File: config.mk
export PLATFORM = sky130hd
export DESIGN_NAME = cmd_engine_top
export DESIGN_NICKNAME = d
export VERILOG_FILES = /design/src/cmd_pkg.sv /design/src/cmd_fan_in.sv /design/src/cmd_decode.sv /design/src/cmd_execute.sv /design/src/cmd_result.sv /design/src/cmd_engine_top.sv
export VERILOG_INCLUDE_DIRS = /design/src /design/src/include
export SDC_FILE = /design/constraint.sdc
export NUM_CORES = 1
export LEC_CHECK = 0
export BUFFER_PORTS_ARGS = -buffer_cell sky130_fd_sc_hd__buf_2
export CAP_MARGIN = 40
export CORE_ASPECT_RATIO = 0.7
export CORE_UTILIZATION = 56
export CTS_CLUSTER_DIAMETER = 30
export DETAILED_ROUTE_END_ITERATION = 12
export PLACE_DENSITY = 0.81
export SETUP_SLACK_MARGIN = 0.1
export SYNTH_ARGS = -nofsm -noshare
export SYNTH_HDL_FRONTEND = slang
export SYNTH_SLANG_ARGS = --single-unit
export TNS_END_PERCENT = 20
File: constraint.sdc
create_clock -name clk -period 5.17 [get_ports clk]
set_input_delay 0 -clock clk [delete_from_list [all_inputs] [get_ports clk]]
set_output_delay 0 -clock clk [all_outputs]
set_load 0.005 [all_outputs]
File: src/include/cmd_consts.svh
`ifndef CMD_CONSTS_SVH
`define CMD_CONSTS_SVH

// number of client streams
`define CMD_NUM_CHAN 4
// channel tag width, log2 of the client count
`define CMD_CHAN_W   2

// command word, same width as one accumulator
`define CMD_WORD_W   32

// op field at the top of every command word
`define CMD_OP_W     4
// immediate format field
`define CMD_IMM_W    28
// shift format field, low bits of the word
`define CMD_SHAMT_W  5

// unused bits between op and shamt in the shift view
`define CMD_PAD_W    (`CMD_WORD_W - `CMD_OP_W - `CMD_SHAMT_W)

`endif

File: src/cmd_pkg.sv
`include "cmd_consts.svh"

package cmd_pkg;

  // one accumulator or operand
  typedef logic [`CMD_WORD_W-1:0] word_t;

  // 8 to 15 left unassigned, decoded as illegal
  typedef enum logic [`CMD_OP_W-1:0] {
    LOAD = 0,
    ADD  = 1,
    SUB  = 2,
    XOR  = 3,
    SHL  = 4,
    SHR  = 5,
    ROTL = 6,
    READ = 7
  } cmd_op_e;

  ////////////////////
  // command word views

  // immediate format
  typedef struct packed {
    cmd_op_e                 op;
    logic [`CMD_IMM_W-1:0]   imm;
  } cmd_imm_s;

  // shift format, pad bits ignored
  typedef struct packed {
    cmd_op_e                 op;
    logic [`CMD_PAD_W-1:0]   pad;
    logic [`CMD_SHAMT_W-1:0] shamt;
  } cmd_shift_s;

  typedef union packed {
    cmd_imm_s                imm;
    cmd_shift_s              shift;
  } cmd_word_u;

  ////////////////////
  // stage records

  // fan-in output, word tagged with its client
  typedef struct packed {
    logic [`CMD_CHAN_W-1:0]  chan;
    cmd_word_u               word;
  } tagged_cmd_s;

  // decode output
  typedef struct packed {
    logic [`CMD_CHAN_W-1:0]  chan;
    cmd_op_e                 op;
    word_t                   operand;
    logic                    illegal;
  } dec_op_s;

  // execute and result output
  typedef struct packed {
    logic [`CMD_CHAN_W-1:0]  chan;
    word_t                   value;
    logic                    err;
  } rsp_s;

endpackage

File: src/cmd_fan_in.sv
`timescale 1ns/10ps
`include "cmd_consts.svh"

module cmd_fan_in (
  input  logic                                   clk,
  input  logic                                   rst,
  // client streams
  input  logic [`CMD_NUM_CHAN-1:0]               s_valid,
  output logic [`CMD_NUM_CHAN-1:0]               s_ready,
  input  cmd_pkg::cmd_word_u [`CMD_NUM_CHAN-1:0] s_word,
  // merged tagged stream
  output logic                                   fan_valid,
  input  logic                                   fan_ready,
  output cmd_pkg::tagged_cmd_s                   fan_cmd
);

  import cmd_pkg::*;

  localparam int NUM_CHAN = `CMD_NUM_CHAN;

  logic [NUM_CHAN-1:0]    chan_prio;
  logic [NUM_CHAN-1:0]    grant_q;
  logic [`CMD_CHAN_W-1:0] chan_num;
  logic                   hold_grant;
  logic                   accept;
  logic                   out_valid_q;
  tagged_cmd_s            out_q;

  ////////////////////
  // arbitration

  // channel n may win only if all lower channels are idle
  always_comb begin
    chan_prio[0] = 1'b1;
    for (int n = 1; n < NUM_CHAN; n++) begin
      chan_prio[n] = chan_prio[n-1] & ~s_valid[n-1];
    end
  end

  // lock while the granted client keeps valid up
  assign hold_grant = |(grant_q & s_valid);

  always_ff @(posedge clk) begin
    if (rst) begin
      grant_q <= '0;
    end else if (!hold_grant) begin
      // lowest valid channel, or nobody
      grant_q <= s_valid & chan_prio;
    end
  end

  // one-hot grant to channel tag
  always_comb begin
    chan_num = '0;
    for (int n = 0; n < NUM_CHAN; n++) begin
      if (grant_q[n]) begin
        chan_num = chan_num | `CMD_CHAN_W'(n);
      end
    end
  end

  ////////////////////
  // client handshake

  // only the granted client sees ready, and only when downstream can take it
  assign s_ready = grant_q & {NUM_CHAN{fan_ready}};
  assign accept  = |(s_valid & s_ready);

  ////////////////////
  // output register

  always_ff @(posedge clk) begin
    if (rst) begin
      out_valid_q <= 1'b0;
    end else if (accept) begin
      out_valid_q <= 1'b1;
    end else if (fan_ready) begin
      out_valid_q <= 1'b0;
    end
  end

  // selected word with its tag
  always_ff @(posedge clk) begin
    if (accept) begin
      out_q.chan <= chan_num;
      out_q.word <= s_word[chan_num];
    end
  end

  assign fan_valid = out_valid_q;
  assign fan_cmd   = out_q;

  // lock and priority must never grant two clients at once
  a_grant_onehot: assert property (@(posedge clk) disable iff (rst) $onehot0(grant_q))
    else $error("fan-in grant is not one-hot: %b", grant_q);

endmodule

File: src/cmd_decode.sv
`timescale 1ns/10ps

module cmd_decode (
  input  logic                 clk,
  input  logic                 rst,
  // tagged words from fan-in
  input  logic                 fan_valid,
  output logic                 fan_ready,
  input  cmd_pkg::tagged_cmd_s fan_cmd,
  // decoded operations to execute
  output logic                 dec_valid,
  input  logic                 dec_ready,
  output cmd_pkg::dec_op_s     dec_op
);

  import cmd_pkg::*;

  dec_op_s dec_d;
  dec_op_s dec_q;
  logic    dec_valid_q;
  logic    accept;

  ////////////////////
  // word decode

  // op sits in the same place in both views
  always_comb begin
    dec_d.chan    = fan_cmd.chan;
    dec_d.op      = fan_cmd.word.imm.op;
    dec_d.operand = '0;
    dec_d.illegal = 1'b0;
    case (fan_cmd.word.imm.op)
      LOAD, ADD, SUB, XOR: begin
        // immediate view
        dec_d.operand = word_t'(fan_cmd.word.imm.imm);
      end
      SHL, SHR, ROTL: begin
        // shift view, pad dropped
        dec_d.operand = word_t'(fan_cmd.word.shift.shamt);
      end
      READ: begin
        // fields ignored
        dec_d.operand = '0;
      end
      default: begin
        // 8 to 15
        dec_d.illegal = 1'b1;
      end
    endcase
  end

  ////////////////////
  // stage register

  // take a word when empty or when the held one leaves now
  assign fan_ready = ~dec_valid_q | dec_ready;
  assign accept    = fan_valid & fan_ready;

  always_ff @(posedge clk) begin
    if (rst) begin
      dec_valid_q <= 1'b0;
    end else if (accept) begin
      dec_valid_q <= 1'b1;
    end else if (dec_ready) begin
      dec_valid_q <= 1'b0;
    end
  end

  always_ff @(posedge clk) begin
    if (accept) begin
      dec_q <= dec_d;
    end
  end

  assign dec_valid = dec_valid_q;
  assign dec_op    = dec_q;

  // a stalled operation stays put until execute takes it
  a_dec_stable: assert property (@(posedge clk) disable iff (rst)
    dec_valid && !dec_ready |=> dec_valid && $stable(dec_op))
    else $error("decode output changed while stalled");

endmodule

File: src/cmd_execute.sv
`timescale 1ns/10ps

module cmd_execute (
  input  logic             clk,
  input  logic             rst,
  // decoded operations
  input  logic             dec_valid,
  output logic             dec_ready,
  input  cmd_pkg::dec_op_s dec_op,
  // responses to the result stage
  output logic             exe_valid,
  input  logic             exe_ready,
  output cmd_pkg::rsp_s    exe_rsp
);

  import cmd_pkg::*;

  // sizes follow the operation record
  localparam int NUM_ACC = 1 << $bits(dec_op.chan);
  localparam int WORD_W  = $bits(word_t);
  localparam int SHAMT_W = $clog2(WORD_W);

  word_t                acc_q [NUM_ACC];
  word_t                acc_cur;
  word_t                acc_nxt;
  logic [SHAMT_W-1:0]   shamt;
  logic [2*WORD_W-1:0]  rot_dbl;
  logic                 accept;
  logic                 exe_valid_q;
  rsp_s                 rsp_q;

  ////////////////////
  // arithmetic and shift unit

  assign acc_cur = acc_q[dec_op.chan];
  assign shamt   = dec_op.operand[SHAMT_W-1:0];
  // rotate as the upper half of a doubled word
  assign rot_dbl = {acc_cur, acc_cur} << shamt;

  always_comb begin
    case (dec_op.op)
      LOAD:    acc_nxt = dec_op.operand;
      ADD:     acc_nxt = acc_cur + dec_op.operand;
      SUB:     acc_nxt = acc_cur - dec_op.operand;
      XOR:     acc_nxt = acc_cur ^ dec_op.operand;
      SHL:     acc_nxt = acc_cur << shamt;
      SHR:     acc_nxt = acc_cur >> shamt;
      ROTL:    acc_nxt = rot_dbl[2*WORD_W-1:WORD_W];
      // READ and illegal codes keep the value
      default: acc_nxt = acc_cur;
    endcase
  end

  ////////////////////
  // accumulator bank

  assign dec_ready = ~exe_valid_q | exe_ready;
  assign accept    = dec_valid & dec_ready;

  // written only on acceptance, so back-to-back words chain
  always_ff @(posedge clk) begin
    if (rst) begin
      for (int i = 0; i < NUM_ACC; i++) begin
        acc_q[i] <= '0;
      end
    end else if (accept && !dec_op.illegal) begin
      acc_q[dec_op.chan] <= acc_nxt;
    end
  end

  ////////////////////
  // response register

  always_ff @(posedge clk) begin
    if (rst) begin
      exe_valid_q <= 1'b0;
    end else if (accept) begin
      exe_valid_q <= 1'b1;
    end else if (exe_ready) begin
      exe_valid_q <= 1'b0;
    end
  end

  always_ff @(posedge clk) begin
    if (accept) begin
      rsp_q.chan  <= dec_op.chan;
      rsp_q.value <= acc_nxt;
      rsp_q.err   <= dec_op.illegal;
    end
  end

  assign exe_valid = exe_valid_q;
  assign exe_rsp   = rsp_q;

endmodule

File: src/cmd_result.sv
`timescale 1ns/10ps

module cmd_result (
  input  logic          clk,
  input  logic          rst,
  // responses from execute
  input  logic          exe_valid,
  output logic          exe_ready,
  input  cmd_pkg::rsp_s exe_rsp,
  // response stream out of the engine
  output logic          m_valid,
  input  logic          m_ready,
  output cmd_pkg::rsp_s m_rsp
);

  import cmd_pkg::*;

  rsp_s main_q;
  rsp_s skid_q;
  logic main_valid_q;
  logic skid_valid_q;
  logic skid_valid_d;
  logic ready_q;
  logic accept;
  logic main_free;

  assign accept    = exe_valid & ready_q;
  // main register empties or hands off this cycle
  assign main_free = ~main_valid_q | m_ready;

  // skid fills only when a word arrives behind a stalled main entry
  always_comb begin
    if (main_free) begin
      skid_valid_d = 1'b0;
    end else begin
      skid_valid_d = skid_valid_q | accept;
    end
  end

  always_ff @(posedge clk) begin
    if (rst) begin
      main_valid_q <= 1'b0;
      skid_valid_q <= 1'b0;
      ready_q      <= 1'b1;
    end else begin
      if (main_free) begin
        main_valid_q <= skid_valid_q | accept;
      end
      skid_valid_q <= skid_valid_d;
      // upstream ready comes from a flop
      ready_q      <= ~skid_valid_d;
    end
  end

  ////////////////////
  // payload path

  // skid drains first, keeps order
  always_ff @(posedge clk) begin
    if (main_free && skid_valid_q) begin
      main_q <= skid_q;
    end else if (main_free && accept) begin
      main_q <= exe_rsp;
    end
    if (!main_free && accept) begin
      skid_q <= exe_rsp;
    end
  end

  assign exe_ready = ready_q;
  assign m_valid   = main_valid_q;
  assign m_rsp     = main_q;

  a_m_stable: assert property (@(posedge clk) disable iff (rst)
    m_valid && !m_ready |=> m_valid && $stable(m_rsp))
    else $error("response changed while stalled");

endmodule

File: src/cmd_engine_top.sv
`timescale 1ns/10ps
`include "cmd_consts.svh"

module cmd_engine_top (
  input  logic                                   clk,
  input  logic                                   rst,
  // client command streams
  input  logic [`CMD_NUM_CHAN-1:0]               s_valid,
  output logic [`CMD_NUM_CHAN-1:0]               s_ready,
  input  cmd_pkg::cmd_word_u [`CMD_NUM_CHAN-1:0] s_word,
  // shared response stream
  output logic                                   m_valid,
  input  logic                                   m_ready,
  output cmd_pkg::rsp_s                          m_rsp
);

  import cmd_pkg::*;

  // fan-in to decode
  logic        fan_valid;
  logic        fan_ready;
  tagged_cmd_s fan_cmd;
  // decode to execute
  logic        dec_valid;
  logic        dec_ready;
  dec_op_s     dec_op;
  // execute to result
  logic        exe_valid;
  logic        exe_ready;
  rsp_s        exe_rsp;

  cmd_fan_in cmd_fan_in_i (
    .clk       (clk),
    .rst       (rst),
    .s_valid   (s_valid),
    .s_ready   (s_ready),
    .s_word    (s_word),
    .fan_valid (fan_valid),
    .fan_ready (fan_ready),
    .fan_cmd   (fan_cmd)
  );

  cmd_decode cmd_decode_i (
    .clk       (clk),
    .rst       (rst),
    .fan_valid (fan_valid),
    .fan_ready (fan_ready),
    .fan_cmd   (fan_cmd),
    .dec_valid (dec_valid),
    .dec_ready (dec_ready),
    .dec_op    (dec_op)
  );

  cmd_execute cmd_execute_i (
    .clk       (clk),
    .rst       (rst),
    .dec_valid (dec_valid),
    .dec_ready (dec_ready),
    .dec_op    (dec_op),
    .exe_valid (exe_valid),
    .exe_ready (exe_ready),
    .exe_rsp   (exe_rsp)
  );

  // last stage, registered ready toward execute
  cmd_result cmd_result_i (
    .clk       (clk),
    .rst       (rst),
    .exe_valid (exe_valid),
    .exe_ready (exe_ready),
    .exe_rsp   (exe_rsp),
    .m_valid   (m_valid),
    .m_ready   (m_ready),
    .m_rsp     (m_rsp)
  );

endmodule

; ---- Word-level counts from Yosys, hierarchy flattened
; Memory sizes are Yosys's and may differ from the RTL's. A register that Yosys moved wholly into a read port is not among the register bits.
; Cells that the tools add are included.
[classes]
add_sub_neg = 2
magnitude_cmp = 1
eq_ne = 13
shift = 3
mux = 26
bitwise_logic = 21
n_reduce_logical = 18
[op_table]
columns = op, count
row1 = $pmux 32 s7, 1
row2 = $mux 35, 2
row3 = $bmux 32 s2, 1
row4 = $mux 32, 2
row5 = $shl 64x5->64, 1
row6 = $pmux 28 s2, 1
row7 = $add 32x32->32, 1
row8 = $reduce_or 32->1, 1
row9 = $shl 32x5->32, 1
row10 = $shr 32x5->32, 1
row11 = $sub 32x32->32, 1
row12 = $xor 32x32->32, 1
row13 = $eq 4x3->1 const B, 7
row14 = $and 4x4->4, 4
row15 = $eq 4x2->1 const B, 4
row16 = $mux 1, 15
row17 = $reduce_or 4->1, 3
row18 = $eq 4x1->1 const B, 2
row19 = $logic_not 4->1, 2
row20 = $mux 2, 4
row21 = $reduce_bool 2->1, 4
row22 = $reduce_or 8->1, 1
row23 = $not 1->1, 7
row24 = $and 1x1->1, 5
row25 = other kinds (5), 12
[totals]
register_bits = 188
ram_bits = 128
input_bits = 135
out_inout_bits = 40
word_cells = 107
mem_count = 1
[mem_list]
columns = memory, words, word_bits, rd, rd_clocked_by_memory_dff, write_ports, line
row1 = cmd_execute_i.acc_q, 4, 32, 1, 1, 4, cmd_execute.sv:23  ; word_t acc_q [NUM_ACC];

; ---- Depth between registers and ports, before layout
[depth]
ltp_word = 9
mapped_depth = 22
mapped_depth_nobuf = 18

; ---- Hierarchy
; A second synthesis with hierarchy kept.
[unflattened]
cells_unflattened = 2261
area_unflattened_um2 = 25364.3
[modules_own_cells]
columns = mod, n_inst, cells_each, area_per_inst_um2, seq_area_each_um2
row1 = cmd_execute, 1, 1813, 18844.3, 4914.7
row2 = cmd_result, 1, 121, 2798.9, 2162.1
row3 = cmd_fan_in, 1, 249, 2376.0, 1121.1
row4 = cmd_decode, 1, 78, 1345.0, 1071.0

; ---- Worst setup path after synthesis
; No wires, ideal clock.
[synth_timing]
path_type = flip-flop to flip-flop
from = reg cmd_decode_i.dec_q, in the netlist cmd_decode_i.dec_op[1]
to = mem cmd_execute_i.acc_q[0][31] in the netlist's numbering (data pin)
setup_time_ns = 0.274
arrival_ns = 4.661
required_ns = 4.896
slack_ns = 0.235
stages_incl_launch_ff = 22
n_path_buf = 4
synth_period_minus_slack_ns = 4.935
path_cell_list = edfxtp_1 > buf_4 > inv_1 > buf_2 > buf_2 > buf_2 > ha_1 > nand4_1 > nor2_1 > nand2_1 > o41ai_1 > xor2_1 > ha_1 > o21ai_0 > nand2b_1 > a21boi_1 > and4_1 > o21ai_0 > a31oi_1 > or4b_1 > a311oi_2 > nor3_1
[synth_rtl]
columns = item, line
row1 = "start, declared", cmd_decode.sv:19  ; dec_op_s dec_q;
row2 = "start signal, assigned", cmd_decode.sv:71  ; dec_q <= dec_d;
row3 = "end, declared", cmd_execute.sv:23

==> summary.md <==
| Metric | Value |
|---|---|
| CP top delay family | compound AO/OA/AOI/OAI gates |
| Number of synthesized register bits | 314 |
| Worst path cell trace | nor2_2 -> nand2_1 -> nand2_1 -> o21ai_0 -> buf_4 -> fa_1 -> nor2b_1 -> o2111ai_1 -> a21oi_1 -> o21ai_2 -> o21ai_0 -> a311oi_1 -> xnor2_2 -> a21oi_2 -> nor2_1 |
| Number of I/O port buffers | 174 |
| Die H | 175 microns |
| Crit path max fanout | 13 |
| CTS Buf Count | 49 |
| Starting Density | 56.7% |
| Actual slew at the worst max-slew pin | about 950 ps |
| Total GRT Usage | 42.7% |
| Clk pin slew, worst setup/hold paths | around 50 ps |
| Clock Latency Late Sink | 570 ps |
| H-Tree Depth | 2 |
| Mapped Area | 24000 sq um |
| CTS Buffer Depth | 3 |
| Reg2reg end | cmd_execute_i.acc_q[1][28] |
| Initial antenna violation count | 2 |
| Final Critical Period | about 4900 ps |
| Finished Core Util | about two thirds |
| PwrDens | around 290 nW/um^2 |
| Kind of critical path | reg -> reg |
| CTS tree | done |
| Max_slew headroom | 36.8% |
| Synth Instances | ~2300 |
| Setup_tns | 0 ps |
| Routability cong. | 1.10 |
| DP HPWL | around 71000 microns |
| Top cells by area, synth | edfxtp_1 38%, mux4_2 12%, mux2i_1 5.3%, mux2_2 5.1%, nor2_1 3.7% |
| Yosys cell types | 102 |
| Worst hold-check path type | in -> reg |
| Fin. Hold Viols | 0 |
| DR DRC count | 0 |
| Share of layout cells above drive strength 1 | 26.5% |
| RSZ-0062 raised after global routing | true |
| Drt wl/cell | 30.8 microns |
| Vias | 22000 |
| Syn Area/Cell | 10.6 sq um |
| VDD IR max | approximately 240 uV |
| Reg2Reg Depth | 15 |
| Vias per inst | roughly 7 |
| Startpoint types | register |
| Final wirelength | between 90000 and 100000 microns |
| I/O pin count | 175 |
| Hold_sp | s_word[103] |
| Final setup viols | 0 |
| Final-report max-slew violation count | 0 |
| Number of synthesized flops with an enable pin | 302 |
| Pre-Repair DR Iteration Count | 8 |
| Worst Setup End Kind | register |
| Die Footprint | 43700 sq um |
| First-pass GRT wire length | 137000 microns |
| Crit-path slowest cell | edfxtp_1 |
| WHS | 343 ps |
| Initial DRC Count | 3525 |
| Synth Net Count | around 2400 |
| Status | finished, final reports clean |
| R2R Setup Slk | 230 ps |
| Critical Path AT | between 5000 and 6000 ps |
| CP required | 5420 ps |
| LEAKAGE | 10.7 nW |
| Die X | about 250 microns |
| Ys async rst share | 0% |
| Row count | 63 |
| Nets@finish | ~2600 |
| Synthesis Warnings | 0 |
| Area of the core | about 42000 sq um |
| Largest stage delay, worst path | 680 ps |
| Cell taking the most area after synthesis | edfxtp_1 |
| Layout area overhead | 16.8% |
| Final ANT Viol Nets | 0 |
| Synth Flop Type | edfxtp_1 |
| Remaining global-route overflow | 0 |
| Post-synth top area share | a little under two fifths |
| Largest net degree at the start of global routing | 118 |
| Fin crit share | 95.5% |
| Worst Path Buf+Inv | 1 |
| Clock root buffer | clkbuf_16 |
| Worst Hold Depth | 4 |
| Peak Freq | ~200 MHz |
| Number of clock sinks | approximately 310 |
| R2r startpoint | cmd_decode_i.dec_op[36] |
| Max Cap Violations | 0 |
| Clock skew | 29.2 ps |
| Vias in the first global route | a little over 20000 |
| Hold Path End | cmd_fan_in_i.fan_cmd[7] |
| Sequential cell area fraction in the yosys report | 38.8% |
==> power breakdown <==
| part | switching (W) | internal [W] |
|---|---|---|
| Sequential | 0.000127 | 0.00289 |
| Clock | 0.00127 | 0.00193 |
| Combinational | 0.00116 | 0.000764 |
| Total | 0.00256 | 0.00558 |
==> cell usage in the layout (no fill, tap or decap), types with 33 or more instances in the layout <==
cell,Yosys,layout
nor2b_1,50,50
nand2_1,197,196
o22ai_1,33,33
a21oi_1,85,83
clkbuf_16,0,49
buf_2,34,175
edfxtp_1,302,302
buf_4,21,74
nor2_1,237,232
mux4_2,133,133
a211oi_1,46,46
mux2i_1,126,126
nor3_1,48,45
a31oi_1,48,46
o21ai_0,101,101
inv_1,50,49
dlygate4sd3_1,0,78
and2_1,42,42
ha_1,33,33
mux2_2,108,108
==> synth_stat cells, types with 8 or more instances <==
| cell | number |
|---|---|
| mux2_2 | 108 |
| a221oi_1 | 12 |
| a31oi_1 | 48 |
| nor2_1 | 237 |
| dfxtp_1 | 12 |
| nand4_1 | 10 |
| nand3_1 | 23 |
| a221o_1 | 8 |
| or2_2 | 11 |
| o21ai_1 | 17 |
| buf_4 | 21 |
| nor3_1 | 48 |
| and2_1 | 42 |
| and3_1 | 11 |
| o21ai_0 | 101 |
| mux4_2 | 133 |
| buf_2 | 34 |
| o211ai_1 | 20 |
| a211oi_1 | 46 |
| inv_1 | 50 |
| or3_1 | 8 |
| a32oi_1 | 9 |
| o221ai_1 | 15 |
| ha_1 | 33 |
| a21oi_1 | 85 |
| a22o_1 | 12 |
| buf_6 | 11 |
| edfxtp_1 | 302 |
| clkbuf_1 | 85 |
| a22oi_1 | 28 |
| nand2_1 | 197 |
| xor2_1 | 22 |
| buf_1 | 17 |
| xnor2_1 | 27 |
| mux2i_1 | 126 |
| o31ai_1 | 9 |
| o22ai_1 | 33 |
| nand2b_1 | 28 |
| nor2b_1 | 50 |
| a21o_1 | 17 |
| o21a_1 | 10 |
==> kinds of logic (layout without fill, tap and decap cells) <==
logic type,Yosys count,in the layout,synth area share [%]
muxes,371,371,23.0
xor gates and xnor gates,49,49,1.79
and+or+nand+nor,710,710,14.1
other,0,1,0
buffers and inverters,222,482,4.38
adders and majority gates,34,34,1.80
DFF,314,314,38.8
AOI/OAI and AO/OA,557,557,16.2
==> worst min-delay path, delay by kind of cell <==
kind | cells | cell delay, ps
buffers and inverters | 2 | 620
and+or+nand+nor | 1 | 40
AOI/OAI and AO/OA | 1 | 140
==> metrics by stage <==
stage          cells  total power, W  setup WS, ps  instance area (sq um)
2_1_floorplan   2257         0.00416           235                  24000
3_3_place_gp    2891         0.00481           405                  25500
3_5_place_dp    2901         0.00483           319                  25600
4_1_cts         3068         0.00806           231                  28000
5_1_grt         3069         0.00833          82.5                  28000
6_report        3070         0.00814           234                  28000
==> final cells by class <==
type,instances,area (sq um)
clock buffers,56,1250
diodes,1,2.50
clock inverters,33,344
flip-flops and latches,314,9320
fillers,3142,14300
multi-input cells,1721,13700
inverters,53,201
repair buffers,340,2480
well taps,552,691
==> per-layer routing <==
layer / track usage, % / vias up / routed length (microns)
li1: - / 9195 / -
met1: 58.6 / 10700 / 35500
met2: 61.7 / 1849 / 39700
met3: 13.3 / 276 / 14000
met4: 20.0 / 2 / 5170
met5: 0 / - / 21
==> repair_timing <==
action / 4_1_cts / 5_1_grt
endpoints found under the setup margin: 0 / 22
endpoints found under the hold margin: 50 / 0
hold buffers: 78 / 0
resized for setup: 0 / 7
buffers inserted: 0 / 0
==> state kept, by name, indices dropped and copies added (netlist names), named ones only <==
name and cells:
cmd_result_i.exe_ready 1, cmd_fan_in_i.grant_q 4, cmd_fan_in_i.fan_cmd 34, cmd_fan_in_i.fan_valid 1, cmd_execute_i.exe_valid 1, cmd_result_i.skid_q 35
cmd_result_i.m_rsp 35, cmd_execute_i.exe_rsp 35, cmd_result_i.skid_valid_q 1, cmd_decode_i.dec_valid 1, cmd_result_i.m_valid 1, cmd_decode_i.dec_op 35
cmd_execute_i.acc_q 128
==> how the worst max path moves through the flow <==
stage                                       start                    endpoint  depth (start not counted)
after floorplan            cmd_decode_i.dec_op[1]  cmd_execute_i.acc_q[0][31]                         21
after global placement    cmd_decode_i.dec_op[33]  cmd_execute_i.acc_q[1][28]                         15
after detailed placement  cmd_decode_i.dec_op[33]  cmd_execute_i.acc_q[1][28]                         15
after CTS                 cmd_decode_i.dec_op[33]  cmd_execute_i.acc_q[1][28]                         15
after global routing      cmd_decode_i.dec_op[14]  cmd_execute_i.acc_q[1][31]                         17
final                     cmd_decode_i.dec_op[36]  cmd_execute_i.acc_q[1][28]                         15
(Power assumes the default switching activity.)
